### config.mk
export PLATFORM = sky130hd
export DESIGN_NAME = gbe_cpu_mem_merge
export DESIGN_NICKNAME = d
export VERILOG_FILES = /design/src/hdl/gbe_cpu_pkg.sv /design/src/hdl/gbe_cpu_mem_merge.sv
export SDC_FILE = /design/constraint.sdc
export NUM_CORES = 1
export LEC_CHECK = 0
export ABC_AREA = 1
export BUFFER_PORTS_ARGS = -buffer_cell sky130_fd_sc_hd__buf_2
export CAP_MARGIN = 20
export CORE_ASPECT_RATIO = 0.5
export CORE_MARGIN = 2
export CORE_UTILIZATION = 45
export CTS_CLUSTER_SIZE = 40
export DETAILED_ROUTE_END_ITERATION = 6
export GPL_ROUTABILITY_DRIVEN = 0
export PLACE_DENSITY_LB_ADDON = 0.12
export SYNTH_ARGS = -nofsm -noshare
export SYNTH_HDL_FRONTEND = slang
export SYNTH_SLANG_ARGS = --single-unit
### constraint.sdc
create_clock -name cpu_clk -period 1.3 [get_ports cpu_clk]
set_input_delay 0.26 -clock cpu_clk [delete_from_list [all_inputs] [get_ports cpu_clk]]
set_output_delay 0.26 -clock cpu_clk [all_outputs]
set_load 0.01 [all_outputs]
### src/hdl/gbe_cpu_pkg.sv
`default_nettype none

package gbe_cpu_pkg;

  // address windows, 14-bit byte addresses
  localparam logic [13:0] REGS_BASE  = 14'h0000;
  localparam logic [13:0] REGS_HIGH  = 14'h07FF;
  localparam logic [13:0] TXBUF_BASE = 14'h1000;
  localparam logic [13:0] TXBUF_HIGH = 14'h17FF;
  localparam logic [13:0] RXBUF_BASE = 14'h2000;
  localparam logic [13:0] RXBUF_HIGH = 14'h27FF;
  localparam logic [13:0] ARP_BASE   = 14'h3000;
  localparam logic [13:0] ARP_HIGH   = 14'h37FF;

  // register word indices
  localparam logic [3:0] REG_MAC_HI      = 4'd0;
  localparam logic [3:0] REG_MAC_LO      = 4'd1;
  localparam logic [3:0] REG_GATEWAY     = 4'd3;
  localparam logic [3:0] REG_IPADDR      = 4'd4;
  localparam logic [3:0] REG_BUF_SIZES   = 4'd6;
  localparam logic [3:0] REG_PORTS       = 4'd8;
  localparam logic [3:0] REG_CAPS        = 4'd9;
  localparam logic [3:0] REG_PHY_STATUS  = 4'd10;
  localparam logic [3:0] REG_PHY_CONTROL = 4'd11;

  localparam logic [47:0] RST_MAC         = 48'hffff_ffff_ffff;
  localparam logic [31:0] RST_IP          = 32'hffff_ffff;
  localparam logic [15:0] RST_PORT        = 16'hffff;
  localparam logic [7:0]  RST_GATEWAY     = 8'd0;
  localparam logic        RST_ENABLE      = 1'b0;
  localparam logic        RST_PROMISC     = 1'b0;
  localparam logic [31:0] RST_PHY_CONTROL = 32'd0;

  localparam logic CAP_TX = 1'b1;
  localparam logic CAP_RX = 1'b1;

  localparam int ARP_DEPTH   = 256;
  localparam int ARP_WIDTH   = 48;
  localparam int TXBUF_DEPTH = 512;
  localparam int TXBUF_WIDTH = 32;

  // offset inside a 2 KB window
  typedef union packed {
    struct packed {
      logic [4:0] unused;
      logic [3:0] idx;
      logic [1:0] byte_off;
    } reg_view;
    struct packed {
      logic [8:0] word;
      logic [1:0] byte_off;
    } buf_view;
    struct packed {
      logic [7:0] entry;
      logic       half;  // 1 selects entry bits 31:0
      logic [1:0] byte_off;
    } arp_view;
  } gbe_cpu_offset_u;

  typedef struct packed {
    logic regs;
    logic txbuf;
    logic rxbuf;
    logic arp;
  } gbe_cpu_region_t;

  typedef struct packed {
    logic            trans;
    logic            we;
    logic [3:0]      sel;
    gbe_cpu_region_t region;
    gbe_cpu_offset_u offset;
    logic [31:0]     din;
  } gbe_cpu_req_t;

  typedef struct packed {
    logic [47:0] mac;
    logic [31:0] ip;
    logic [7:0]  gateway;
    logic [15:0] port;
    logic        enable;
    logic        promisc;
    logic [31:0] phy_control;
  } gbe_cpu_cfg_t;

  // replace the selected byte lanes of old_word
  function automatic logic [31:0] lane_merge(input logic [31:0] old_word,
                                             input logic [31:0] new_word,
                                             input logic [3:0]  sel);
    logic [31:0] res;
    res = old_word;
    for (int i = 0; i < 4; i++) begin
      if (sel[i]) begin
        res[8*i +: 8] = new_word[8*i +: 8];
      end
    end
    return res;
  endfunction

endpackage

`default_nettype wire

### src/hdl/gbe_cpu_mem_merge.sv
`timescale 1ns/1ps
`default_nettype none

module gbe_cpu_mem_merge (
  input  wire                       cpu_clk,
  input  wire                       cpu_rst,
  input  gbe_cpu_pkg::gbe_cpu_req_t req_i,
  input  wire                       wait_phase_i,
  input  wire [47:0]                arp_rd_data_i,
  input  wire [31:0]                tx_rd_data_i,
  output logic [47:0]               wr_data_o,
  output logic                      arp_we_o,
  output logic                      tx_we_o
);

  import gbe_cpu_pkg::*;

  logic [31:0] arp_lo_merged;
  logic [31:0] arp_hi_merged;
  logic [31:0] tx_merged;

  // high half of an entry only has lanes 0 and 1
  always_comb begin
    arp_lo_merged = lane_merge(arp_rd_data_i[31:0], req_i.din, req_i.sel);
    arp_hi_merged = lane_merge({16'h0, arp_rd_data_i[47:32]}, req_i.din,
                               {2'b00, req_i.sel[1:0]});
    tx_merged     = lane_merge(tx_rd_data_i, req_i.din, req_i.sel);
  end

  always_ff @(posedge cpu_clk) begin
    if (wait_phase_i) begin
      if (req_i.region.arp) begin
        if (req_i.offset.arp_view.half) begin
          wr_data_o <= {arp_rd_data_i[47:32], arp_lo_merged};
        end else begin
          wr_data_o <= {arp_hi_merged[15:0], arp_rd_data_i[31:0]};
        end
      end else begin
        wr_data_o <= {16'h0, tx_merged};
      end
    end
  end

  // one-cycle write strobes, RAM commits with the bus ack
  always_ff @(posedge cpu_clk) begin
    if (cpu_rst) begin
      arp_we_o <= 1'b0;
      tx_we_o  <= 1'b0;
    end else begin
      arp_we_o <= wait_phase_i && req_i.region.arp;
      tx_we_o  <= wait_phase_i && req_i.region.txbuf;
    end
  end

endmodule

`default_nettype wire

---- Yosys cells after proc, flatten, opt, wreduce, memory -nomap -nowiden ----
Index checks and enable logic that the tools add are counted.
word-level totals
  register bits ........................... 50
  logic and storage cells ................. 18
  output and inout port bits .............. 50
  input bits .............................. 136
operators by class
  mux-type cells .......................... 12
  reduce and logical (&&, ||, !) cells .... 2
operators by type and width
  operator             count
  $mux W8              10
  $mux W48             1
  $mux W32             1
  $logic_and A1 B1 Y1  2

---- Logic depth before layout (Yosys ltp) ----
Gate-level depths: netlist of the first run.
  depth after elaboration ................. 3
  gate-level depth with buffers ........... 5

---- Worst setup path after synthesis of the first run ----
Ideal clock, no wire load.
  path kind ............................... in2reg
  start point ............................. input req_i[47] (netlist bit)
  end point ............................... register wr_data_o[0], data pin
  buffers on the path ..................... 2
  setup slack ............................. 240 ps
  arrival ................................. 807 ps
  setup time .............................. 253 ps
  stages .................................. 5
  cells stage by stage .................... buf_2 buf_2 nand3_1 nand3_1 nand2_1
on the way
  longest elaborated chain between the ends .. 3
  elaborated cells on any way between the ends .. 4
  classes of those cells .................. mux: 4
RTL lines
  element                 line                     source
  start: declaration      gbe_cpu_mem_merge.sv:7   input gbe_cpu_pkg::gbe_cpu_req_t req_i,
  $mux W8                 gbe_cpu_pkg.sv:93        if (sel[i]) begin
  $mux W48                gbe_cpu_mem_merge.sv:33  if (req_i.offset.arp_view.half) begin
  $mux W32 (*)            gbe_cpu_mem_merge.sv:32  if (req_i.region.arp) begin
  end signal: assignment  gbe_cpu_mem_merge.sv:34  wr_data_o <= {arp_rd_data_i[47:32], arp_lo_merged};
  end signal: assignment  gbe_cpu_mem_merge.sv:36  wr_data_o <= {arp_hi_merged[15:0], arp_rd_data_i[31:0]};
  end signal: assignment  gbe_cpu_mem_merge.sv:39  wr_data_o <= {16'h0, tx_merged};
  end: declaration        gbe_cpu_mem_merge.sv:11  output logic [47:0] wr_data_o,
Every way passes the cells marked *; elsewhere a longest branch is shown, timed or not.
A chain may end at the register's enable or synchronous reset.

---- Worst setup path after layout of the first run ----
  start point ............................. register wr_data_o[33]
  end point ............................... output wr_data_o[33]
No word-level cell between the ends.

==> impl_metrics.py, run 1 <==
metrics = {
    "worst_setup_path": {
        "cp_cell_sequence": "buf_2",
        "path_buf_inv": 1,
        "cp_slowest_cell": "edfxtp_1",
        "critPathMaxStageDelay_ns": 0.37,
        "critical_path.max_fanout": 1,
        "crit_type": "reg2out",
        "crit_path_start_kind": "flip-flop",
        "path_delay_family": "flip-flops",
        "crit_required_ns": 1.04,
        "worstSetupPathDepth": 1,
        "cp-end-kind": "primary output",
        "cp.arrival_ns": 0.82,
    },
    "timing": {
        "worst_pin_slew_ns": 0.327,
        "fin_ws_ns": 0.217,
        "relSlewSlack": 0.782,
        "setup_viol": 0,
        "period_share": 0.833,
        "max_freq_mhz": 924,
        "hold_violations": 0,
        "rsz0062_at_grt": "no",
        "min_period_ns": 1.08,
        "tns_ns": 0,
        "final_max_slew_viol_count": 0,
    },
    "clock_tree": {
        "cts-root-buf": "clkbuf_16",
        "cts_tree": "yes",
        "postCtsSetupBuffers": 0,
        "hold_buffers": 0,
        "cts_resized": 0,
        "clkTransAtPathRegs_ns": 0.07,
        "cts_buffer_depth": 2,
        "cts_num_sinks": 50,
        "cts_made_buffers": 5,
        "htreeDepth": 2,
    },
    "global_routing": {
        "grt_usage": 0.215,
        "grt.overflow.total": 0,
        "grt_max_degree": 51,
        "antenna_found_initial": 0,
        "grt_pass1_vias": 3141,
        "grt_pass1_wl_um": 14100,
    },
    "detailed_routing": {
        "avgViaCountPerCell": 4.68,
        "finalWirelength_um": 8680,
        "vias": 3458,
        "first_iter_violations": 194,
        "wire_per_inst_um": 11.8,
        "drc_errors": 0,
        "drt-pass1-iter-count": 4,
        "ant_nets": 0,
    },
    "final_layout": {
        "diodes": 0,
        "drive_gt1_frac": 0.313,
        "syn_to_final_growth_pct": 32.8,
        "n_fill_cell": 710,
        "finalNetCount": 778,
        "post-route-util": 0.613,
    },
    "synth": {
        "yosysUniqueCellTypes": 14,
        "avgSynthCellArea_um2": 7.08,
        "yosys_warnings": 0,
        "synth_cells": 474,
        "synth.yosys.seq_area_share": 0.441,
        "ys_ff_latch": 50,
        "syn_nets": 610,
        "synth_area_um2": 3360,
    },
    "die": {
        "dieArea_um2": 8210,
        "start_util": 0.462,
        "rows": 22,
        "die_y_um": 65.1,
        "fp.coreArea_um2": 7270,
        "dieWidth_um": 126,
        "ios": 186,
    },
    "placed_design": {
        "portBuffers": 171,
        "pre_cts_ws_ns": 0.0822,
        "dpl.hpwl_um": 6470,
    },
    "power_and_ir_drop": {
        "p_per_area_nw_per_um2": 979,
        "vdd_drop_max_mv": 0.503,
        "fin_total_pwr_mw": 4.36,
        "p_leak_nw": 2.58,
    },
    "hold_path": {
        "holdPathStages": 2,
        "hold_path.class": "in2reg",
    },
    "outcome": {
        "status": "finished, final reports clean",
    },
    "run": {
        "cap_viol_max_count": 0,
    },
}
==> layout by cell type (no fill, tap or decap) <==
| cell | instances |
|---|---|
| buf_4 | 10 |
| inv_1 | 100 |
| dfxtp_1 | 2 |
| edfxtp_1 | 48 |
| clkbuf_16 | 5 |
| buf_12 | 4 |
| clkbuf_8 | 1 |
| nand2_1 | 146 |
| nor2_1 | 34 |
| buf_2 | 171 |
| clkinv_4 | 2 |
| nor2_4 | 2 |
| nand2_4 | 4 |
| inv_2 | 2 |
| nand3_1 | 112 |
==> metal layers <==
metal  global-route usage  routed length, um  vias up
met5                    0                  0        -
met4               0.0467                 48        0
met3               0.0562                735        4
met2                0.355               4000      128
met1                0.287               3900     1529
li1                     -                  -     1797
==> final timing paths <==
path	from	to
max	wr_data_o[33]$_SDFFCE_PN0P_	wr_data_o[33]
min	cpu_rst	tx_we_o$_SDFF_PP0_
==> power by group <==
part	switching [mW]	internal, mW
clock	0.610	0.774
sequential	0.0330	1.95
combinational	0.568	0.430
==> cell usage after synthesis <==
master | number | area, um^2
nand2_1 | 146 | 548
nand3_1 | 112 | 561
inv_1 | 100 | 375
edfxtp_1 | 48 | 1440
nor2_1 | 34 | 128
buf_2 | 12 | 60.1
buf_4 | 7 | 52.6
nand2_4 | 4 | 45.0
buf_12 | 3 | 60.1
dfxtp_1 | 2 | 40.0
inv_2 | 2 | 7.51
nor2_4 | 2 | 22.5
buf_6 | 1 | 11.3
clkbuf_1 | 1 | 3.75
==> flip-flops by register name (all words and copies together) (netlist names) <==
register	flops
wr_data_o	48
arp_we_o	1
tx_we_o	1
==> cell families (layout without fill, tap and decap cells) <==
| kind of cell | after synthesis | in the layout | synth area share |
|---|---|---|---|
| AND/OR/NAND/NOR | 298 | 298 | 0.389 |
| flip-flops | 50 | 50 | 0.441 |
| buffers and inverters | 126 | 295 | 0.170 |
==> per-stage QoR <==
stage,hold slack (ns),instances,area (um^2)
floorplan,0.332,474,3360
CTS,0.124,739,4460
global route,0.124,739,4460
finish,0.135,739,4460
detailed placement,0.438,731,4300
global placement,0.439,731,4300
==> final cells by class <==
type / instances / area (um^2) / area share
Multi-Input combinational cell: 298 / 1300 / 0.293
Tap cell: 96 / 120 / 0.0270
Clock inverter: 2 / 17.5 / 0.00393
Sequential cell: 50 / 1480 / 0.332
Timing Repair Buffer: 185 / 1010 / 0.227
Inverter: 102 / 383 / 0.0859
Clock buffer: 6 / 139 / 0.0312
Power figures use the tool's default switching activity.
==> run 2: changes to the inputs <==
--- a/config.mk
+++ b/config.mk
@@ -5,12 +5,12 @@
 export SDC_FILE = /design/constraint.sdc
 export NUM_CORES = 1
 export LEC_CHECK = 0
-export ABC_AREA = 1
+export ABC_AREA = 0
 export BUFFER_PORTS_ARGS = -buffer_cell sky130_fd_sc_hd__buf_2
 export CAP_MARGIN = 20
 export CORE_ASPECT_RATIO = 0.5
 export CORE_MARGIN = 2
-export CORE_UTILIZATION = 45
+export CORE_UTILIZATION = 43
 export CTS_CLUSTER_SIZE = 40
 export DETAILED_ROUTE_END_ITERATION = 6
 export GPL_ROUTABILITY_DRIVEN = 0
==> constraint.sdc (replaced) <==
create_clock -name cpu_clk -period 1 [get_ports cpu_clk]
set_input_delay 0.2 -clock cpu_clk [delete_from_list [all_inputs] [get_ports cpu_clk]]
set_output_delay 0.2 -clock cpu_clk [all_outputs]
set_load 0.01 [all_outputs]
==> run 2 against run 1 <==
The run now ends with negative setup slack left. Synthesized area shrank 14%. Power grew 25%. Count of clock-buffer cells in the layout shrank 1. Flip-flop and latch count is the same. Critical path depth is the same. Global-route usage shrank 1.3 points. Routed wire length shrank 8.8%. Critical path type unchanged. Critical endpoint is now wr_data_o[44]. Largest cell class unchanged. Largest power group unchanged.
==> impl_metrics.py, run 2 <==
metrics = {
    "placed_design": {
        "portBuffers": 171,
        "dpl.hpwl_um": 5850,
        "pre_cts_ws_ns": -0.246,
        "place_area_um2": 3940,
    },
    "worst_setup_path": {
        "path_buf_inv": 1,
        "crit_path_start_kind": "flip-flop",
        "path_delay_family": "flip-flops",
        "crit_type": "reg2out",
        "critical_path.max_fanout": 1,
        "cp.arrival_ns": 0.82,
        "cp-end-kind": "primary output",
        "cp_cell_sequence": "buf_2",
        "crit_required_ns": 0.80,
        "critPathMaxStageDelay_ns": 0.39,
        "cp_slowest_cell": "edfxtp_1",
    },
    "final_layout": {
        "syn_to_final_growth_pct": 43.2,
        "largest-register": "wr_data_o",
        "reg_top3": "wr_data_o x48, arp_we_o x1, tx_we_o x1",
        "drive_gt1_frac": 0.484,
        "final_common_cell": "buf_2",
        "design_area_um2": 4130,
        "largest_register_ffs": 48,
        "finalNetCount": 551,
        "multi_input_area_um2": 1270,
        "n_fill_cell": 553,
        "ff_latch_area_um2": 1480,
        "diodes": 0,
        "final_cell_mix": "168 x buf_2, 48 x mux2i_1, 48 x edfxtp_1",
    },
    "clock_tree": {
        "htreeDepth": 2,
        "clkTransAtPathRegs_ns": 0.07,
        "cts_made_buffers": 5,
        "cts_buffer_depth": 2,
        "cts_num_sinks": 50,
        "cts_tree": "yes",
        "hold_buffers": 0,
        "cts-root-buf": "clkbuf_16",
    },
    "die": {
        "start_util": 0.437,
        "fp.coreArea_um2": 6600,
        "rows": 21,
        "ios": 186,
        "dieWidth_um": 120,
        "dieArea_um2": 7410,
        "die_y_um": 61.9,
    },
    "synth": {
        "ys_ff_latch": 50,
        "yosysTopAreaCell": "edfxtp_1",
        "synth_ff_type": "edfxtp_1",
        "synth_top_area_share": 0.500,
        "yosys_warnings": 0,
        "synth_cells": 240,
        "yosys-top-cells-count": "48 x edfxtp_1, 48 x mux2i_1, 32 x a31oi_1",
        "synth.yosys.seq_area_share": 0.514,
        "async_flop_share": 0,
        "synth.top_cells.by_area": "edfxtp_1 50%, mux2i_1 17%, and3b_1 7.9%",
        "synth-edff-count": 48,
        "yosysUniqueCellTypes": 18,
        "avgSynthCellArea_um2": 12.0,
        "synth_area_um2": 2880,
        "syn_nets": 376,
    },
    "detailed_routing": {
        "finalWirelength_um": 7920,
        "first_iter_violations": 137,
        "ant_nets": 0,
        "avgViaCountPerCell": 5.26,
        "vias": 2665,
        "drc_errors": 0,
        "drt-pass1-iter-count": 4,
        "wire_per_inst_um": 15.6,
    },
    "timing": {
        "hold_violations": 0,
        "max_freq_mhz": 978,
        "period_share": 1.02,
        "final_max_slew_viol_count": 0,
        "worst_pin_slew_ns": 0.290,
        "relSlewSlack": 0.807,
        "fin_ws_ns": -0.0224,
        "setup_viol": 11,
        "min_period_ns": 1.02,
        "rsz0062_at_grt": "yes",
    },
    "global_routing": {
        "grt_pass1_wl_um": 11500,
        "grt_max_degree": 34,
        "grt_pass1_vias": 2468,
        "grt.busiest_layer": "met2",
        "met1_usage": 0.237,
        "grt.overflow.total": 0,
        "antenna_found_initial": 0,
        "use_met2": 0.373,
        "grt_usage": 0.201,
        "gr-usage-met3": 0.0630,
    },
    "outcome": {
        "status": "finished, violations left",
        "failed_checks": "negative setup slack",
    },
    "run": {
        "cap_viol_max_count": 0,
    },
    "hold_path": {
        "hold_path.class": "in2reg",
        "hp-start": "req_i[45]",
        "whs_endpoint": "tx_we_o$_SDFF_PP0_",
        "holdPathStages": 2,
    },
    "power_and_ir_drop": {
        "p_per_area_nw_per_um2": 1320,
        "vdd_drop_max_mv": 0.610,
        "p_leak_nw": 1.99,
    },
}
-- run 2: cell type report --
| cell class | instances | area share |
|---|---|---|
| Timing Repair Buffer | 191 | 0.274 |
| Clock inverter | 2 | 0.00242 |
| Tap cell | 92 | 0.0279 |
| Multi-Input combinational cell | 167 | 0.307 |
| Clock buffer | 5 | 0.0303 |
| Sequential cell | 50 | 0.359 |
-- run 2: metrics by stage --
step	instances	hold slack, ns	TNS [ns]	power [mW]	utilization
floorplan	240	0.312	-2.29	3.23	-
global placement	498	0.441	-8.93	3.78	0.597
detailed placement	498	0.447	-10.19	3.82	0.597
CTS	505	0.140	-0.382	5.48	0.617
global route	507	0.154	-1.47	5.72	0.626
finish	507	0.146	-0.0990	5.44	0.626
-- run 2: where the power goes --
part	total (mW)	internal (mW)	leakage [nW]	switching (mW)
logic	1.22	0.619	1.44	0.601
clock network	1.64	0.906	0.0694	0.734
registers	2.58	2.53	0.483	0.0475
total	5.44	4.06	1.99	1.38
-- run 2: timing repair --
item                                    in CTS  in global routing
gates cloned                                 0                  2
pin swaps                                    0                  0
endpoints found under the setup margin      31                 50
resized for setup                            0                  9
buffers inserted                             0                  0
-- run 2: how the worst max path moves through the flow --
stage,from,endpoint,slack [ns],cells after the start
after floorplan,req_i[47],wr_data_o[32]$_SDFFCE_PN0P_,-0.06,5
after global placement,req_i[34],wr_data_o[47]$_SDFFCE_PN0P_,-0.22,5
after detailed placement,req_i[34],wr_data_o[38]$_SDFFCE_PN0P_,-0.25,5
after CTS,wr_data_o[13]$_DFFE_PP_,wr_data_o[13],-0.03,1
after global routing,wr_data_o[44]$_SDFFCE_PN0P_,wr_data_o[44],-0.07,1
final,wr_data_o[44]$_SDFFCE_PN0P_,wr_data_o[44],-0.02,1
-- run 2: metal layers --
metal | part of all wire | routed length (um)
met1 | 0.42 | 3360
met2 | 0.51 | 4020
met3 | 0.066 | 522
met4 | 0.0018 | 14
met5 | 0 | 0
-- run 2: cell families (layout without fill, tap and decap cells) --
group / count (synthesis) / count (layout) / share of synthesized area
muxes: 48 / 48 / 0.167
and+or+nand+nor: 54 / 55 / 0.141
buffers and inverters: 24 / 198 / 0.0538
AOI/OAI and AO/OA: 64 / 64 / 0.125
DFF: 50 / 50 / 0.514
==> run 3: changes to the inputs <==
--- a/config.mk
+++ b/config.mk
@@ -10,10 +10,11 @@
 export CAP_MARGIN = 20
 export CORE_ASPECT_RATIO = 0.5
 export CORE_MARGIN = 2
-export CORE_UTILIZATION = 43
+export CORE_UTILIZATION = 39
 export CTS_CLUSTER_SIZE = 40
 export DETAILED_ROUTE_END_ITERATION = 6
 export GPL_ROUTABILITY_DRIVEN = 0
+export MAX_ROUTING_LAYER = met4
 export PLACE_DENSITY_LB_ADDON = 0.12
 export SYNTH_ARGS = -nofsm -noshare
 export SYNTH_HDL_FRONTEND = slang
==> constraint.sdc (replaced) <==
create_clock -name cpu_clk -period 0.9 [get_ports cpu_clk]
set_input_delay 0.18 -clock cpu_clk [delete_from_list [all_inputs] [get_ports cpu_clk]]
set_output_delay 0.18 -clock cpu_clk [all_outputs]
set_load 0.01 [all_outputs]
==> run 3 against run 2 <==
The flow still finishes with violations (negative setup slack). Setup slack worse by 0.081 ns. Hold slack worse by 0.025 ns. Flip-flop and latch count unchanged. Combinational power grew 20%. Count of clock-buffer cells in the layout increased by 2. Cell count rose by 3.6%. Die area rose by 9.7%. Core utilization shrank 2.4 points. Final area increased by 5.6%. Critical endpoint is now wr_data_o[14].
==> impl_metrics.py, run 3 (same netlist as run 2, synthesis figures left out) <==
metrics = {
    "timing": {
        "final_max_slew_viol_count": 0,
        "fin_ws_ns": -0.104,
        "period_share": 1.12,
        "rsz0062_at_grt": "yes",
        "relSlewSlack": 0.833,
        "min_period_ns": 1.00,
        "hold_violations": 0,
        "worst_hold_slack_ns": 0.121,
        "max_freq_mhz": 996,
        "setup_viol": 49,
        "worst_pin_slew_ns": 0.250,
    },
    "global_routing": {
        "antenna_found_initial": 0,
        "grt_pass1_vias": 2586,
        "grt.overflow.total": 0,
        "grt_usage": 0.201,
        "grt_pass1_wl_um": 12400,
        "grt_max_degree": 36,
    },
    "clock_tree": {
        "hold_buffers": 0,
        "cts_num_sinks": 50,
        "clkTransAtPathRegs_ns": 0.06,
        "htreeDepth": 2,
        "cts_tree": "yes",
        "cts_made_buffers": 5,
        "cts_buffer_depth": 2,
        "cts-root-buf": "clkbuf_16",
    },
    "final_layout": {
        "multi_input_area_um2": 1310,
        "ff_latch_area_um2": 1480,
        "reg_top3": "wr_data_o x48, arp_we_o x1, tx_we_o x1",
        "finalNonFillerCells": 525,
        "final_cell_mix": "168 x buf_2, 48 x mux2i_1, 48 x edfxtp_1",
        "design_area_um2": 4360,
        "largest-register": "wr_data_o",
        "n_fill_cell": 621,
        "largest_register_ffs": 48,
        "drive_gt1_frac": 0.506,
        "diodes": 0,
        "syn_to_final_growth_pct": 51.3,
        "final_common_cell": "buf_2",
        "finalNetCount": 564,
    },
    "worst_setup_path": {
        "cp_slowest_cell": "edfxtp_1",
        "crit_path_start_kind": "flip-flop",
        "cp_cell_sequence": "buf_2",
        "path_delay_family": "flip-flops",
        "cp-end-kind": "primary output",
        "crit_type": "reg2out",
        "crit_required_ns": 0.72,
        "cp.arrival_ns": 0.82,
        "path_buf_inv": 1,
        "critPathMaxStageDelay_ns": 0.39,
        "critical_path.max_fanout": 1,
        "worstSetupPathDepth": 1,
    },
    "power_and_ir_drop": {
        "vdd_drop_max_mv": 0.803,
        "fin_total_pwr_mw": 6.46,
        "p_switching_mw": 1.57,
        "power_frac_seq": 0.444,
        "p_per_area_nw_per_um2": 1480,
        "power_switching_share": 0.243,
        "pwr-share-comb": 0.227,
        "pwr-share-clk": 0.329,
        "p_leak_nw": 2.10,
        "intPower_mw": 4.89,
    },
    "placed_design": {
        "pre_cts_ws_ns": -0.391,
        "place_area_um2": 3970,
        "dpl.hpwl_um": 5970,
        "portBuffers": 171,
        "numPlacedInstances": 507,
    },
    "die": {
        "dieArea_um2": 8140,
        "fp.coreArea_um2": 7240,
        "rows": 22,
        "start_util": 0.398,
        "dieWidth_um": 126,
        "ios": 186,
        "die_y_um": 64.8,
    },
    "detailed_routing": {
        "first_iter_violations": 96,
        "ant_nets": 0,
        "finalWirelength_um": 8700,
        "vias": 2703,
        "wire_per_inst_um": 16.6,
        "drc_errors": 0,
        "drt-pass1-iter-count": 4,
        "avgViaCountPerCell": 5.15,
    },
    "hold_path": {
        "holdPathStages": 2,
        "hold_path.class": "in2reg",
    },
    "outcome": {
        "status": "finished, violations left",
        "failed_checks": "negative setup slack",
    },
    "run": {
        "cap_viol_max_count": 0,
    },
}
run 3: area by class of cell:
class,instances,area share
Clock inverter,1,0.00688
Tap cell,96,0.0275
Multi-Input combinational cell,169,0.300
Clock buffer,7,0.0304
Sequential cell,50,0.340
Timing Repair Buffer,202,0.295
run 3: power by group through the flow:
stage / clock network [mW] / logic, mW / registers, mW
global placement: 0 / 1.31 / 2.91
global route: 2.28 / 1.60 / 2.89
CTS: 2.18 / 1.37 / 2.87
finish: 2.12 / 1.47 / 2.87
detailed placement: 0 / 1.34 / 2.92
floorplan: 0 / 0.540 / 3.05
run 3: repair_timing:
item                                   4_1_cts  5_1_grt
cloned                                       2        5
setup buffers                                0        3
endpoints found under the hold margin        0        0
setup endpoints to repair                   88       89
pin swaps                                    1        1
gates resized for setup                      7       16
run 3: metal layers:
layer | share of wire | global-route usage | up-vias
met2 | 0.48 | 0.339 | 102
met1 | 0.44 | 0.240 | 1277
met5 | 0 | - | -
li1 | - | - | 1315
met3 | 0.064 | 0.0578 | 9
met4 | 0.011 | 0.0583 | 0
run 3: per-stage QoR:
step           utilization  setup TNS [ns]
6_report             0.602           -3.50
5_1_grt              0.602           -5.30
4_1_cts              0.577           -4.04
3_5_place_dp         0.548          -15.96
3_3_place_gp         0.548          -14.40
2_1_floorplan            -           -5.89
run 3: worst paths after layout:
path | from | end | slack, ns
worst min-delay path | req_i[45] | tx_we_o$_SDFF_PP0_ | 0.12
worst max-delay path | wr_data_o[14]$_DFFE_PP_ | wr_data_o[14] | -0.10
