<file path="src/hdl/gbe_cpu_pkg.sv">
`default_nettype none

package gbe_cpu_pkg;

  // address windows, 14-bit byte addresses
  localparam logic [13:0] REGS_BASE  = 14'h0000;
  localparam logic [13:0] REGS_HIGH  = 14'h07FF;
  localparam logic [13:0] TXBUF_BASE = 14'h1000;
  localparam logic [13:0] TXBUF_HIGH = 14'h17FF;
  localparam logic [13:0] RXBUF_BASE = 14'h2000;
  localparam logic [13:0] RXBUF_HIGH = 14'h27FF;
  localparam logic [13:0] ARP_BASE   = 14'h3000;
  localparam logic [13:0] ARP_HIGH   = 14'h37FF;

  // register word indices
  localparam logic [3:0] REG_MAC_HI      = 4'd0;
  localparam logic [3:0] REG_MAC_LO      = 4'd1;
  localparam logic [3:0] REG_GATEWAY     = 4'd3;
  localparam logic [3:0] REG_IPADDR      = 4'd4;
  localparam logic [3:0] REG_BUF_SIZES   = 4'd6;
  localparam logic [3:0] REG_PORTS       = 4'd8;
  localparam logic [3:0] REG_CAPS        = 4'd9;
  localparam logic [3:0] REG_PHY_STATUS  = 4'd10;
  localparam logic [3:0] REG_PHY_CONTROL = 4'd11;

  localparam logic [47:0] RST_MAC         = 48'hffff_ffff_ffff;
  localparam logic [31:0] RST_IP          = 32'hffff_ffff;
  localparam logic [15:0] RST_PORT        = 16'hffff;
  localparam logic [7:0]  RST_GATEWAY     = 8'd0;
  localparam logic        RST_ENABLE      = 1'b0;
  localparam logic        RST_PROMISC     = 1'b0;
  localparam logic [31:0] RST_PHY_CONTROL = 32'd0;

  localparam logic CAP_TX = 1'b1;
  localparam logic CAP_RX = 1'b1;

  localparam int ARP_DEPTH   = 256;
  localparam int ARP_WIDTH   = 48;
  localparam int TXBUF_DEPTH = 512;
  localparam int TXBUF_WIDTH = 32;

  // offset inside a 2 KB window
  typedef union packed {
    struct packed {
      logic [4:0] unused;
      logic [3:0] idx;
      logic [1:0] byte_off;
    } reg_view;
    struct packed {
      logic [8:0] word;
      logic [1:0] byte_off;
    } buf_view;
    struct packed {
      logic [7:0] entry;
      logic       half;  // 1 selects entry bits 31:0
      logic [1:0] byte_off;
    } arp_view;
  } gbe_cpu_offset_u;

  typedef struct packed {
    logic regs;
    logic txbuf;
    logic rxbuf;
    logic arp;
  } gbe_cpu_region_t;

  typedef struct packed {
    logic            trans;
    logic            we;
    logic [3:0]      sel;
    gbe_cpu_region_t region;
    gbe_cpu_offset_u offset;
    logic [31:0]     din;
  } gbe_cpu_req_t;

  typedef struct packed {
    logic [47:0] mac;
    logic [31:0] ip;
    logic [7:0]  gateway;
    logic [15:0] port;
    logic        enable;
    logic        promisc;
    logic [31:0] phy_control;
  } gbe_cpu_cfg_t;

  // replace the selected byte lanes of old_word
  function automatic logic [31:0] lane_merge(input logic [31:0] old_word,
                                             input logic [31:0] new_word,
                                             input logic [3:0]  sel);
    logic [31:0] res;
    res = old_word;
    for (int i = 0; i < 4; i++) begin
      if (sel[i]) begin
        res[8*i +: 8] = new_word[8*i +: 8];
      end
    end
    return res;
  endfunction

endpackage

`default_nettype wire

</file>
<file path="src/hdl/gbe_cpu_read_mux.sv">
`timescale 1ns/1ps
`default_nettype none

module gbe_cpu_read_mux (
  input  wire                       cpu_clk,
  input  wire                       cpu_rst,
  input  gbe_cpu_pkg::gbe_cpu_req_t req_i,
  input  gbe_cpu_pkg::gbe_cpu_cfg_t cfg_i,
  input  wire [11:0]                tx_size_i,
  input  wire [12:0]                rx_size_i,
  input  wire                       rx_ack_i,
  input  wire [31:0]                phy_status_i,
  input  wire [47:0]                arp_rd_data_i,
  input  wire [31:0]                tx_rd_data_i,
  input  wire [31:0]                rx_rd_data_i,
  output logic [31:0]               wb_dat_o
);

  import gbe_cpu_pkg::*;

  gbe_cpu_region_t src_region;
  logic [3:0]      src_idx;
  logic            src_half;
  logic [31:0]     reg_image;

  always_ff @(posedge cpu_clk) begin
    if (cpu_rst) begin
      src_region <= '0;
      src_idx    <= 4'd0;
      src_half   <= 1'b0;
    end else if (req_i.trans && !req_i.we) begin
      src_region <= req_i.region;
      src_idx    <= req_i.offset.reg_view.idx;
      src_half   <= req_i.offset.arp_view.half;
    end
  end

  always_comb begin
    case (src_idx)
      REG_MAC_HI:      reg_image = {16'h0, cfg_i.mac[47:32]};
      REG_MAC_LO:      reg_image = cfg_i.mac[31:0];
      REG_GATEWAY:     reg_image = {24'h0, cfg_i.gateway};
      REG_IPADDR:      reg_image = cfg_i.ip;
      // receive size hidden while a new packet is being handed over
      REG_BUF_SIZES:   reg_image = {4'h0, tx_size_i, 3'h0, rx_ack_i ? 13'h0 : rx_size_i};
      REG_PORTS:       reg_image = {7'h0, cfg_i.promisc, 7'h0, cfg_i.enable, cfg_i.port};
      REG_CAPS:        reg_image = {7'h0, CAP_TX, 7'h0, CAP_RX, 16'h0};
      REG_PHY_STATUS:  reg_image = phy_status_i;
      REG_PHY_CONTROL: reg_image = cfg_i.phy_control;
      default:         reg_image = 32'h0;
    endcase
  end

  always_comb begin
    if (src_region.arp) begin
      wb_dat_o = src_half ? arp_rd_data_i[31:0] : {16'h0, arp_rd_data_i[47:32]};
    end else if (src_region.txbuf) begin
      wb_dat_o = tx_rd_data_i;
    end else if (src_region.rxbuf) begin
      wb_dat_o = rx_rd_data_i;
    end else if (src_region.regs) begin
      wb_dat_o = reg_image;
    end else begin
      wb_dat_o = 32'h0;
    end
  end

endmodule

`default_nettype wire

</file>
<file path="config.mk">
export PLATFORM = sky130hd
export DESIGN_NAME = gbe_cpu_read_mux
export DESIGN_NICKNAME = d
export VERILOG_FILES = /design/src/hdl/gbe_cpu_pkg.sv /design/src/hdl/gbe_cpu_read_mux.sv
export SDC_FILE = /design/constraint.sdc
export NUM_CORES = 1
export LEC_CHECK = 0
export ABC_AREA = 1
export BUFFER_PORTS_ARGS = -buffer_cell sky130_fd_sc_hd__buf_2
export CORE_AREA = 2 2 152 154
export DETAILED_ROUTE_END_ITERATION = 6
export DIE_AREA = 0 0 154 156
export PLACE_DENSITY_LB_ADDON = 0.25
export SLEW_MARGIN = 20
export SYNTH_ARGS = -nofsm -noshare
export SYNTH_HDL_FRONTEND = slang
export SYNTH_SLANG_ARGS = --single-unit
</file>
<file path="constraint.sdc">
create_clock -name cpu_clk -period 4.54 [get_ports cpu_clk]
set_clock_uncertainty 0.1 [all_clocks]
set_input_delay 0.908 -clock cpu_clk [delete_from_list [all_inputs] [get_ports cpu_clk]]
set_output_delay 0.908 -clock cpu_clk [all_outputs]
set_load 0.03 [all_outputs]
</file>
# [After elaboration in Yosys (flattened, before gate mapping)]
# Cells that the tools add are included.
# Widths: inputs -> output; s select.
[word_totals] rom_bits=0 ramBits=0 out_inout_bits=32 register_bits=9 latchBits=0 n_memories=0
[op_classes] n_bitwise=0 shifts=0 n_div=0 n_reduce_logical=3 n_eq_ne=8 add_sub_neg=0 n_mux=7 multipliers=0 n_lt_le_gt_ge=0
[op_table] cell="$pmux 32 s9" n=1
[op_table] cell="$mux 32" n=5
[op_table] cell="$eq 4x4->1 const B" n=4
[op_table] cell="$mux 13" n=1
[op_table] cell="$eq 4x3->1 const B" n=2
[op_table] cell="$eq 4x1->1 const B" n=1
[op_table] cell="$eq 4x2->1 const B" n=1
[op_table] cell="$logic_not 4->1" n=1
[op_table] cell="$logic_and 1x1->1" n=1
[op_table] cell="$logic_not 1->1" n=1

# [Longest topological paths before layout]
# Gate-level depths: netlist of the first run.
[logic_depth] ltp_word=6 ltp_mapped=12 ltp_nobuf=11

# [Worst setup path after synthesis of the first run]
# OpenSTA, ideal clock, no wires.
[synth_timing] path_kind="input to output" startpoint="input port rx_ack_i" endpoint="output port wb_dat_o[10]" path_slack_ns=1.710 required_time_ns=3.532 stages=10 arrival_ns=1.822 cell_sequence="clkbuf_1 inv_1 nand2_1 nor2_1 nor2_1 nand2_1 nand2_1 nand2_1 nand2_1 nand2_1"
[synth_via] elab_chain_cells=6
[synth_lines] item="from (decl)" line_no="gbe_cpu_read_mux.sv:11" rtl="input wire rx_ack_i,"
[synth_lines] item="$mux 13" line_no="gbe_cpu_read_mux.sv:45" rtl="REG_BUF_SIZES: reg_image = {4'h0, tx_size_i, 3'h0, rx_ack_i ? 13'h0 : rx_size_i};"
[synth_lines] item="$pmux 32 s9" line_no="gbe_cpu_read_mux.sv:39" rtl="case (src_idx)"
[synth_lines] item="$mux 32" line_no="gbe_cpu_read_mux.sv:61" rtl="end else if (src_region.regs) begin"
[synth_lines] item="$mux 32" line_no="gbe_cpu_read_mux.sv:59" rtl="end else if (src_region.rxbuf) begin"
[synth_lines] item="$mux 32" line_no="gbe_cpu_read_mux.sv:57" rtl="end else if (src_region.txbuf) begin"
[synth_lines] item="$mux 32" line_no="gbe_cpu_read_mux.sv:55" rtl="if (src_region.arp) begin"
[synth_lines] item="to (decl)" line_no="gbe_cpu_read_mux.sv:16" rtl="output logic [31:0] wb_dat_o"
# No other way between the ends.

# [Worst setup path in the final report of the first run]
[layout_timing] startpoint="register src_idx[0]" endpoint="output port wb_dat_o[18]"
[layout_via] elab_chain_cells=6 word_cells_on_any_way=14 cone_classes="eq/ne: 8; mux: 5; reduce/logical: 1"
[layout_lines] item="from (decl)" line_no="gbe_cpu_read_mux.sv:22" rtl="logic [3:0] src_idx;"
[layout_lines] item="from (signal assigned)" line_no="gbe_cpu_read_mux.sv:33" rtl="src_idx <= req_i.offset.reg_view.idx;"
[layout_lines] item="$eq 4x4->1, or another cell as far along" line_no="gbe_cpu_read_mux.sv:39"
[layout_lines] item="$pmux 32 s9 *" line_no="gbe_cpu_read_mux.sv:39"
[layout_lines] item="$mux 32 *" line_no="gbe_cpu_read_mux.sv:61"
[layout_lines] item="$mux 32 *" line_no="gbe_cpu_read_mux.sv:59"
[layout_lines] item="$mux 32 *" line_no="gbe_cpu_read_mux.sv:57"
[layout_lines] item="$mux 32 *" line_no="gbe_cpu_read_mux.sv:55"
# Every way passes the cells marked *; elsewhere a longest branch is shown, timed or not.

==> impl_results.md, run 1 <==
* Status: finished, final reports clean
* GRT Util Overall at ~17%
* Critical path required time at 3.53 ns
* Tmin final at ~4.0 ns
* Mux cell area share after synthesis at 0%
* Final Hold Viols at 0
* HPWL after DPL at approximately 18000 um
* Post-route insts no fill at 1344
* WP depth at 10
* Post-Synth XOR/XNOR Area at 0%
* RR Endpoint: src_idx[0]
* Worst slew margin at approximately 37%
* Final Slew Violations at 0
* Cell mode on critical path: nand2_1
* Core Area at about 22000 sq um
* Synth Area per Inst at 4.59 sq um
* Finished layout cell area at ~5500 sq um
* Post-Synth Adder-Cell Area at 0%
* Worst setup startpoint: src_idx[0]
* Worst Path Class, Setup: flop to primary output
* FF-to-FF path depth at 3
* Initial antenna violation count at 1
* CP Capture Type: primary output
* Worst-Skew Late Latency at about 0.23 ns
* Lkg Pwr at ~3.4 nW
* Largest family of logic cells by synthesized area: simple AND/OR/NAND/NOR gates
* Final core occ at between 20% and 30%
* #FFs+latches synth at 8
* Worst Max-Slew Pin Slew at ~0.94 ns
* Syn Nets at between 1000 and 1500
* Die Span Y at 156 um
* Hold_buf cts at 0
* Crit path launch type: flop
* Count of cell types in the netlist at 21
* H-tree depth at 1
* Place WS at between 0.6 and 0.7 ns
* Post-synth top area share at 30.1%
* Max Cap Viol at 0
* Most frequent cells in the layout: buf_2 (351), nand2_1 (277), nand3_1 (165)
* Worst Slack Setup Final at about 0.51 ns
* Via count at between 5000 and 6000
* Num rows at 55
* Critical path arrival at ~3 ns
* Slowest cell on the critical path: a21oi_4
* TritonCTS clock tree: yes
* Inst Count DP at between 1000 and 1500
* CTS Root Buffer Type: clkbuf_16
* Maximum vdd drop at between 100 and 150 uV
* Drt initial violations at slightly below 500
* Initial core utilization at ~15%
* Largest net degree at the start of global routing at 66
* Critical path's largest stage delay at roughly 0.76 ns
* DIE WIDTH at between 150 and 200 um
* Final setup TNS at 0 ns
* Setup bufs post-CTS at 0
* Endpoints failing setup at 0
* DP Area at about 5400 sq um
* Hold Path Class: flop to flop
* Cells after synthesis at approximately 750
* Vias in the first global route at approximately 5700
* Wire length per cell at between 15 and 20 um
* DRC Markers at 0
* Clk sinks at 8
* R2R setup slack at 3.16 ns
* CTS buffer count at 3
* Mapped cell area at around 3500 sq um
* Final worst-path cycle share at about 89%
* Critical path, cell by cell: buf_4 > inv_2 > nand2_1 > o21ai_1 > a21oi_4 > o21ai_0 > nand2_1 > nand2_1 > nand2_1 > buf_2
* Register area share after synthesis at roughly 4.6%
* WL final at roughly 22000 um
* Yosys Warn Count at 0
* Critical Path End: wb_dat_o[18]
* Fin Hold WS at about 0.36 ns
* Simple-Gate Fraction of Synth Area at 62.5%
* Final ANT Viol Nets at 0
* Cell family contributing the most delay on the critical path: compound AO/OA/AOI/OAI gates
* Clk pin slew, worst setup/hold paths at approximately 0.040 ns
* Post_cts resized at 0
* Avg Vias per Cell at about 4.4
* Buffers on Ports at between 300 and 400
* DR pass1 iterations at 5
* Pwr dens at 142 nW/um^2
* Nets at between 1000 and 1500
* GPL Wtd Cong at slightly above 0.8
* Worst-path fanout max at 32
* Complex-gate fraction of the synthesized area at about 18%
* Total power at ~0.8 mW
* WP buf/inv at 3
* I/O pins at 395
* Area leader, netlist: nand2_1
* Area grow syn2layout at 59.2%
* Most common cell after layout, fill and taps aside: buf_2
* Synth top area cells: nand2_1 (30%), nand3_1 (24%), a21oi_1 (9.7%)
* Grt ovf at 0
* Unrepaired setup endpoints after global routing: no
* Fmax at 0.248 GHz
* Layout cells sized above 1 at between 30% and 40%
* First-pass GRT wire length at roughly 32000 um
* # fillers at approximately 2700
* Die Area at ~24000 sq um
* Worst reg2reg startpoint: src_idx[0]
* Clk buf depth at 2
## power by group
group / switching [mW] / internal, mW / leakage (nW)
combinational: 0.347 / 0.203 / 3.26
clock: 0.0351 / 0.114 / 0.0370
sequential: 0.00716 / 0.0751 / 0.0667
## synth_stat cells
cell type	number
nand2_1	277
nand3_1	165
a21oi_1	67
nor2_1	58
inv_1	53
clkbuf_1	29
buf_2	22
o21ai_0	18
o21a_1	16
o21ai_1	9
dfxtp_1	8
a211oi_1	5
buf_4	5
nor2_2	5
nand4_1	4
inv_2	3
buf_1	2
buf_6	2
a21oi_2	1
nand2_2	1
nor2_4	1
## flip-flops by register name, indices dropped and copies added, names as in the netlist
name / cells
src_idx: 4
src_region: 4
## how the worst min path moves through the flow
stage | slack (ns) | start | cells after the start | end
3_5_place_dp | 0.36 | src_region[3] | 2 | src_region[3]
5_1_grt | 0.38 | src_region[3] | 2 | src_region[3]
2_1_floorplan | 0.34 | src_region[3] | 2 | src_region[3]
4_1_cts | 0.36 | src_region[3] | 2 | src_region[3]
3_3_place_gp | 0.36 | src_region[3] | 2 | src_region[3]
6_report | 0.36 | src_region[3] | 2 | src_region[3]
## cell type report
class / count / area [sq um] / share of cell area, %
multi-input combinational: 627 / 2830 / 51.5
clock buffer: 3 / 75.1 / 1.37
timing repair buffer: 364 / 1850 / 33.8
inverter: 56 / 210 / 3.83
sequential: 8 / 163 / 2.96
tap: 285 / 357 / 6.49
antenna: 1 / 2.50 / 0.0456
## logic make-up (layout without fill, tap and decap cells)
family,count (synthesis),in the layout
other cells,0,1
buf+inv,116,423
flops,8,8
compound gates,116,116
simple gates,511,511
## worst min-delay path: stages, from the launching register on
cell     delay (ns)
dfxtp_1        0.30
nand2_1        0.06
a21oi_1        0.05
## layer usage
| layer | wire length (um) | global-route usage, % | up-vias |
|---|---|---|---|
| li1 | - | - | 3053 |
| met1 | 8450 | 19.1 | 2578 |
| met2 | 11100 | 32.8 | 310 |
| met3 | 1790 | 3.28 | 27 |
| met4 | 503 | 3.60 | 0 |
| met5 | 0 | 0 | - |
Power figures use the tool's default switching activity.
==> inputs of run 2 (changes only) <==
==> constraint.sdc (replaced) <==
create_clock -name cpu_clk -period 4.54 [get_ports cpu_clk]
set_clock_uncertainty 0.1 [all_clocks]
set_input_delay 0.454 -clock cpu_clk [delete_from_list [all_inputs] [get_ports cpu_clk]]
set_output_delay 0.454 -clock cpu_clk [all_outputs]
set_load 0.03 [all_outputs]
==> run 2 against run 1 <==
Effect of this change: register-to-register slack worse by 0.04 ns; worst setup slack better by 0.83 ns; global-route usage is 0.094 points higher; total power is 0.73% lower; first-iteration DRC count is 3.6% higher; die area stayed put; design area is 0.23% higher; clock power is 4% lower; count of clock-buffer cells in the layout stayed put; routed wire length is 0.16% lower; sequential share of layout area hardly changed.
==> impl_results.md, run 2 (synthesis gave the netlist of run 1 again) <==
* H-tree depth at 1 (unchanged)
* RR Endpoint: src_region[0]
* Fmax at 0.312 GHz (+26%)
* Grt ovf at 0 (unchanged)
* Buffers on Ports at 351 (unchanged)
* Setup bufs post-CTS at 0 (unchanged)
* CP Capture Type: primary output
* Post_cts resized at 0 (unchanged)
* Final Slew Violations at 0 (unchanged)
* Worst setup startpoint: src_idx[3]
* Crit path launch type: flop
* DIE WIDTH at 154 um (unchanged)
* Worst slew margin at 29.8% (-7.3 points)
* Grt met1 use at 19.3% (+0.27 points)
* Worst Max-Slew Pin Slew at 1.05 ns (+0.111 ns)
* WL final at 21800 um (-0.16%)
* Hold Path Class: flop to flop
* Maximum vdd drop at 142 uV (+31%)
* DR pass1 iterations at 6 (+1)
* Total power at 0.775 mW (-0.73%)
* Most frequent cells in the layout: buf_2 (351), nand2_1 (277), nand3_1 (165)
* HPWL after DPL at 18000 um (+0.33%)
* Drt initial violations at 515 (+3.6%)
* Grt peak-use layer: met2
* Largest registers: src_idx (4), src_region (4)
* Antenna Cells at 0 (-1)
* Hold Path Sink: src_region[3]
* Worst-Skew Late Latency at 0.23 ns (about the same)
* Largest net degree at the start of global routing at 59 (-11%)
* Wire length per cell at 16.2 um (-0.24%)
* DP Area at 5430 sq um (+0.28%)
* # fillers at 2653 (-2.4%)
* Status: finished, final reports clean
* Core Area at 22400 sq um (unchanged)
* Num rows at 55 (unchanged)
* Via count at 5999 (+0.52%)
* Critical path required time at 3.99 ns (+0.46 ns)
* Worst Path Class, Setup: flop to primary output
* Die Span Y at 156 um (unchanged)
* Hold_buf cts at 0 (unchanged)
* Lkg Pwr at 3.37 nW (+0.29%)
* Unrepaired setup endpoints after global routing: no
* GPL Wtd Cong at 0.823 (-0.13%)
* Final worst-path cycle share at 70.6% (-18 points)
* Nets at 1425 (+0.14%)
* Clk sinks at 8 (unchanged)
* Post-route insts no fill at 1345 (+0.074%)
* Max Cap Viol at 0 (unchanged)
* Worst-path fanout max at 31 (-3.1%)
* Final Hold Viols at 0 (unchanged)
* Hold_sp: src_region[3]
* Final setup TNS at 0 ns (unchanged)
* Finished layout cell area at 5510 sq um (+0.23%)
* Met2 track demand over resource at 31.7% (-1.1 points)
* Clk buf depth at 2 (unchanged)
* CTS buffer count at 3 (unchanged)
* FF-to-FF path depth at 2 (-1)
* Hold depth at 2 (unchanged)
* Met3 usage at 3.11% (-0.17 points)
* Fin Hold WS at 0.359 ns (+0.000188 ns)
* Tmin final at 3.21 ns (-0.829 ns)
* I/O pins at 395 (unchanged)
* Area grow syn2layout at 59.5%
* Worst reg2reg startpoint: src_region[0]
* GRT Util Overall at 17.0% (+0.094 points)
* Avg Vias per Cell at 4.46 (+0.44%)
* Clk pin slew, worst setup/hold paths at 0.04 ns (about the same)
* Initial core utilization at 15.4% (unchanged)
* First-pass GRT wire length at 31800 um (+0.20%)
* Inst Count DP at 1342 (+0.15%)
* Critical path arrival at 2.65 ns (-0.38 ns)
* R2R setup slack at 3.12 ns (-0.04 ns)
* Layout cells sized above 1 at 36.2% (+0.12 points)
* DRC Markers at 0 (unchanged)
* Vias in the first global route at 5719 (+0.72%)
* Pwr dens at 141 nW/um^2 (-0.96%)
* Endpoints failing setup at 0 (unchanged)
* Initial antenna violation count at 0 (-1)
* Most common cell after layout, fill and taps aside: buf_2
* TritonCTS clock tree: yes
* Die Area at 24000 sq um (unchanged)
* Final ANT Viol Nets at 0 (unchanged)
* CTS Root Buffer Type: clkbuf_16
==> run 2: cell types whose count changed in the layout (fill, tap and decap cells not counted) <==
cell	delta
buf_4	+2
diode_2	-1
==> run 2: where the power goes <==
| part | switching (mW) | internal [mW] | leakage (nW) |
|---|---|---|---|
| logic | 0.338 | 0.204 | 3.27 |
| clock network | 0.0295 | 0.113 | 0.0370 |
| registers | 0.0147 | 0.0751 | 0.0667 |
==> run 2: how the worst max path moves through the flow <==
stage,to
6_report,wb_dat_o[11]
5_1_grt,wb_dat_o[11]
4_1_cts,wb_dat_o[11]
3_5_place_dp,wb_dat_o[11]
3_3_place_gp,wb_dat_o[11]
2_1_floorplan,wb_dat_o[6]
==> run 2: metal layers <==
metal	up-vias	part of all wire (%)
li1	3056	-
met1	2576	38
met2	333	50
met3	34	8.2
met4	0	3.9
met5	-	0
==> run 2: layout make-up <==
type | count | area (sq um) | share of cell area (%)
Multi-Input combinational cell | 627 | 2830 | 51.4
Tap cell | 285 | 357 | 6.48
Inverter | 56 | 210 | 3.82
Timing Repair Buffer | 366 | 1870 | 34.0
Clock buffer | 3 | 75.1 | 1.36
Sequential cell | 8 | 163 | 2.95
==> run 2: critical path: stages (launching register included) <==
cell	delay, ns
dfxtp_1	0.49
inv_2	0.10
nor2_4	0.59
buf_4	0.37
nand3_1	0.14
nand2_1	0.10
nor2_1	0.05
nand2_1	0.11
nand2_1	0.06
nand2_1	0.08
nand2_1	0.06
nand2_1	0.06
buf_2	0.20
==> run 2: per-stage QoR <==
stage	util, %	setup WS, ns
floorplan	-	2.51
global placement	24.3	1.57
detailed placement	24.3	1.57
CTS	24.6	1.30
global route	24.6	1.04
finish	24.6	1.33
==> inputs of run 3 (changes only) <==
ABC_AREA = 0   (was 1)
CORE_AREA = 2 2 153 155   (was 2 2 152 154)
DIE_AREA = 0 0 155 157   (was 0 0 154 156)
clock period = 3.3 ns   (was 4.54 ns; I/O delays follow)
==> run 3 against run 2 <==
Effect of this change: die area grew 1.3%; first-iteration DRC count grew 9.3%; sequential share of layout area is essentially flat; register-to-register slack lost 1.3 ns; area after synthesis shrank 0.58%; critical path type unchanged; critical endpoint is now wb_dat_o[10].
==> impl_results.md, run 3 <==
* Final ANT Viol Nets at 0 (unchanged)
* Worst Max-Slew Pin Slew at 0.976 ns (-0.0775 ns)
* WL final at 22300 um (+2.0%)
* Critical path required time at 2.87 ns (-1.12 ns)
* Pwr dens at 185 nW/um^2 (+31%)
* Clk pin slew, worst setup/hold paths at 0.04 ns (about the same)
* Buffers on Ports at 351 (unchanged)
* Largest registers: src_idx (4), src_region (4)
* Total power at 1.04 mW (+34%)
* Die Area at 24300 sq um (+1.3%)
* Worst-path fanout max at 40 (+29%)
* Most frequent cells in the layout: buf_2 (351), a21oi_1 (44), buf_4 (33)
* DRC Markers at 0 (unchanged)
* Worst-Skew Late Latency at 0.23 ns (about the same)
* Fmax at between 0.3 and 0.4 GHz
* Tmin final at between 3 and 4 ns
* CTS Root Buffer Type: clkbuf_16
* Syn Nets at 842 (-24%)
* Worst slew margin at 34.8% (+5.0 points)
* DR pass1 iterations at 7 (+1)
* Register area share after synthesis at 4.67% (+0.027 points)
* Post-synth EDFFs at 0 (unchanged)
* Final worst-path cycle share at ~94%
* Unrepaired setup endpoints after global routing: no
* Nets at 1175 (-18%)
* Area grow syn2layout at 64.0%
* GRT Util Overall at 16.9% (-0.15 points)
* Top-count cell post-synth: a21oi_1
* Most common cell after layout, fill and taps aside: buf_2
* Worst Path Class, Setup: flop to primary output
* H-tree depth at 1 (unchanged)
* TritonCTS clock tree: yes
* Wire length per cell at 20.3 um (+25%)
* Final core occ at 25.0% (+0.39 points)
* Async set-reset flop share out of synthesis at 0% (unchanged)
* Final setup TNS at 0 ns (unchanged)
* Status: finished, final reports clean
* Grt ovf at 0 (unchanged)
* Final Hold Viols at 0 (unchanged)
* Die Span Y at 157 um (+0.64%)
* #FFs+latches synth at 8 (unchanged)
* Clk sinks at 8 (unchanged)
* Area leader, netlist: mux2i_1
* Synth top area cells: mux2i_1 (6.7%), a21oi_1 (6.4%), a22oi_1 (5.7%)
* Hold Path Class: input port to flop
* Drt initial violations at 563 (+9.3%)
* HPWL after DPL at 18600 um (+3.6%)
* Via count at 5357 (-11%)
* Maximum vdd drop at 251 uV (+77%)
* Initial antenna violation count at 5 (+5)
* Critical path arrival at 2.66 ns (about the same)
* First-pass GRT wire length at 31700 um (-0.28%)
* Clk buf depth at 2 (unchanged)
* GPL Wtd Cong at 0.835 (+1.4%)
* Largest net degree at the start of global routing at 45 (-24%)
* Post-synth top flop: dfxtp_1
* I/O pins at 395 (unchanged)
* Num rows at 55 (unchanged)
* Cells after synthesis at 479 (-36%)
* CTS buffer count at 3 (unchanged)
* Synth Area per Inst at 7.16 sq um (+56%)
* Count of cell types in the netlist at 62 (+200%)
* Max Cap Viol at 0 (unchanged)
* Crit path launch type: flop
* Core Area at 22500 sq um (+0.62%)
* Vias in the first global route at 5125 (-10%)
* CP Capture Type: primary output
* DP Area at 5540 sq um (+2.0%)
* Post-synth top area share at 6.71% (-23 points)
* Yosys Warn Count at 0 (unchanged)
* Layout cells sized above 1 at 51.3% (+15 points)
* Commonest cells post-synth: a21oi_1 (44), a22oi_1 (26), nand3b_1 (26), nand2_1 (25), clkbuf_1 (24)
* DIE WIDTH at 155 um (+0.65%)
* Final Slew Violations at 0 (unchanged)
* Hold_buf cts at 0 (unchanged)
* Mapped cell area at 3430 sq um (-0.58%)
* Avg Vias per Cell at 4.87 (+9.2%)
* Finished layout cell area at 5630 sq um (+2.2%)
* Initial core utilization at 15.2% (-0.18 points)
* Endpoints failing setup at 0 (unchanged)
* Lkg Pwr at 2.52 nW (-25%)
==> run 3: cell types whose count changed after synthesis, sizes merged, moves of 14 or more <==
cell    before  now
nand3b       0   26
or3b         0   19
nor2        64   17
a22oi        0   26
a21oi       68   44
nand2      278   25
o211ai       0   14
nand3      165   19
inv         56    6
or2          0   16
o21a        16    1
o221ai       0   14
mux2i        0   23
==> run 3: final cells by class <==
class | instances | area [sq um]
Sequential cell | 8 | 168
Multi-Input combinational cell | 407 | 2950
Timing Repair Buffer | 386 | 2040
Fill cell | 2597 | 16900
Inverter | 6 | 22.5
Antenna cell | 4 | 10.0
Clock buffer | 4 | 78.8
Tap cell | 285 | 357
==> run 3: worst max-delay path, cell delays in order, from the launching register on <==
cell and delay, ns:
dfxtp_2 0.51, buf_12 0.25, and4bb_1 0.39, a2111oi_1 0.74
buf_4 0.23, o221ai_1 0.11, buf_2 0.20
==> run 3: metrics by stage <==
step                      hold WS, ns  worst slack (ns)  cells
after floorplan                 0.362             0.891    479
after global placement          0.402             0.248   1092
after detailed placement        0.434             0.196   1092
after CTS                       0.230             0.113   1096
after global routing            0.252           0.00473   1099
final                           0.233             0.209   1100
==> run 3: kinds of logic (layout without fill, tap and decap cells) <==
| family | count (synthesis) | count (layout) | share of synthesized area [%] |
|---|---|---|---|
| compound gates | 212 | 212 | 44.6 |
| simple gates | 160 | 160 | 30.5 |
| buf+inv | 64 | 396 | 9.59 |
| mux | 35 | 35 | 10.6 |
| flops | 8 | 8 | 4.67 |
| other cells | 0 | 4 | 0 |
==> run 3: repair_timing <==
| action | in CTS | in global routing |
|---|---|---|
| setup buffers | 0 | 0 |
| resized for setup | 1 | 0 |
| setup endpoints to repair | 1 | 0 |
==> run 3: final timing paths <==
kind                 start             to  slack [ns]  cells past startpoint
max             src_idx[3]   wb_dat_o[10]        0.21                      6
min              req_i[34]     src_idx[0]        0.23                      3
max reg2reg     src_idx[0]     src_idx[0]        1.81                      5
min reg2reg  src_region[1]  src_region[1]        0.45                      2
==> run 3: routing by layer <==
layer	vias to the layer above	track usage, %	routed length [um]
met5	-	0	12
met4	2	2.51	263
met3	22	2.20	1370
met2	247	27.5	10400
met1	2500	24.1	10200
li1	2586	-	-
==> run 3: where the power goes <==
part / switching (mW) / internal [mW] / total, mW / leakage [nW]
Clock: 0.0485 / 0.161 / 0.210 / 0.0382
Combinational: 0.380 / 0.331 / 0.712 / 2.41
Sequential: 0.0154 / 0.102 / 0.117 / 0.0674
Total: 0.444 / 0.594 / 1.04 / 2.52
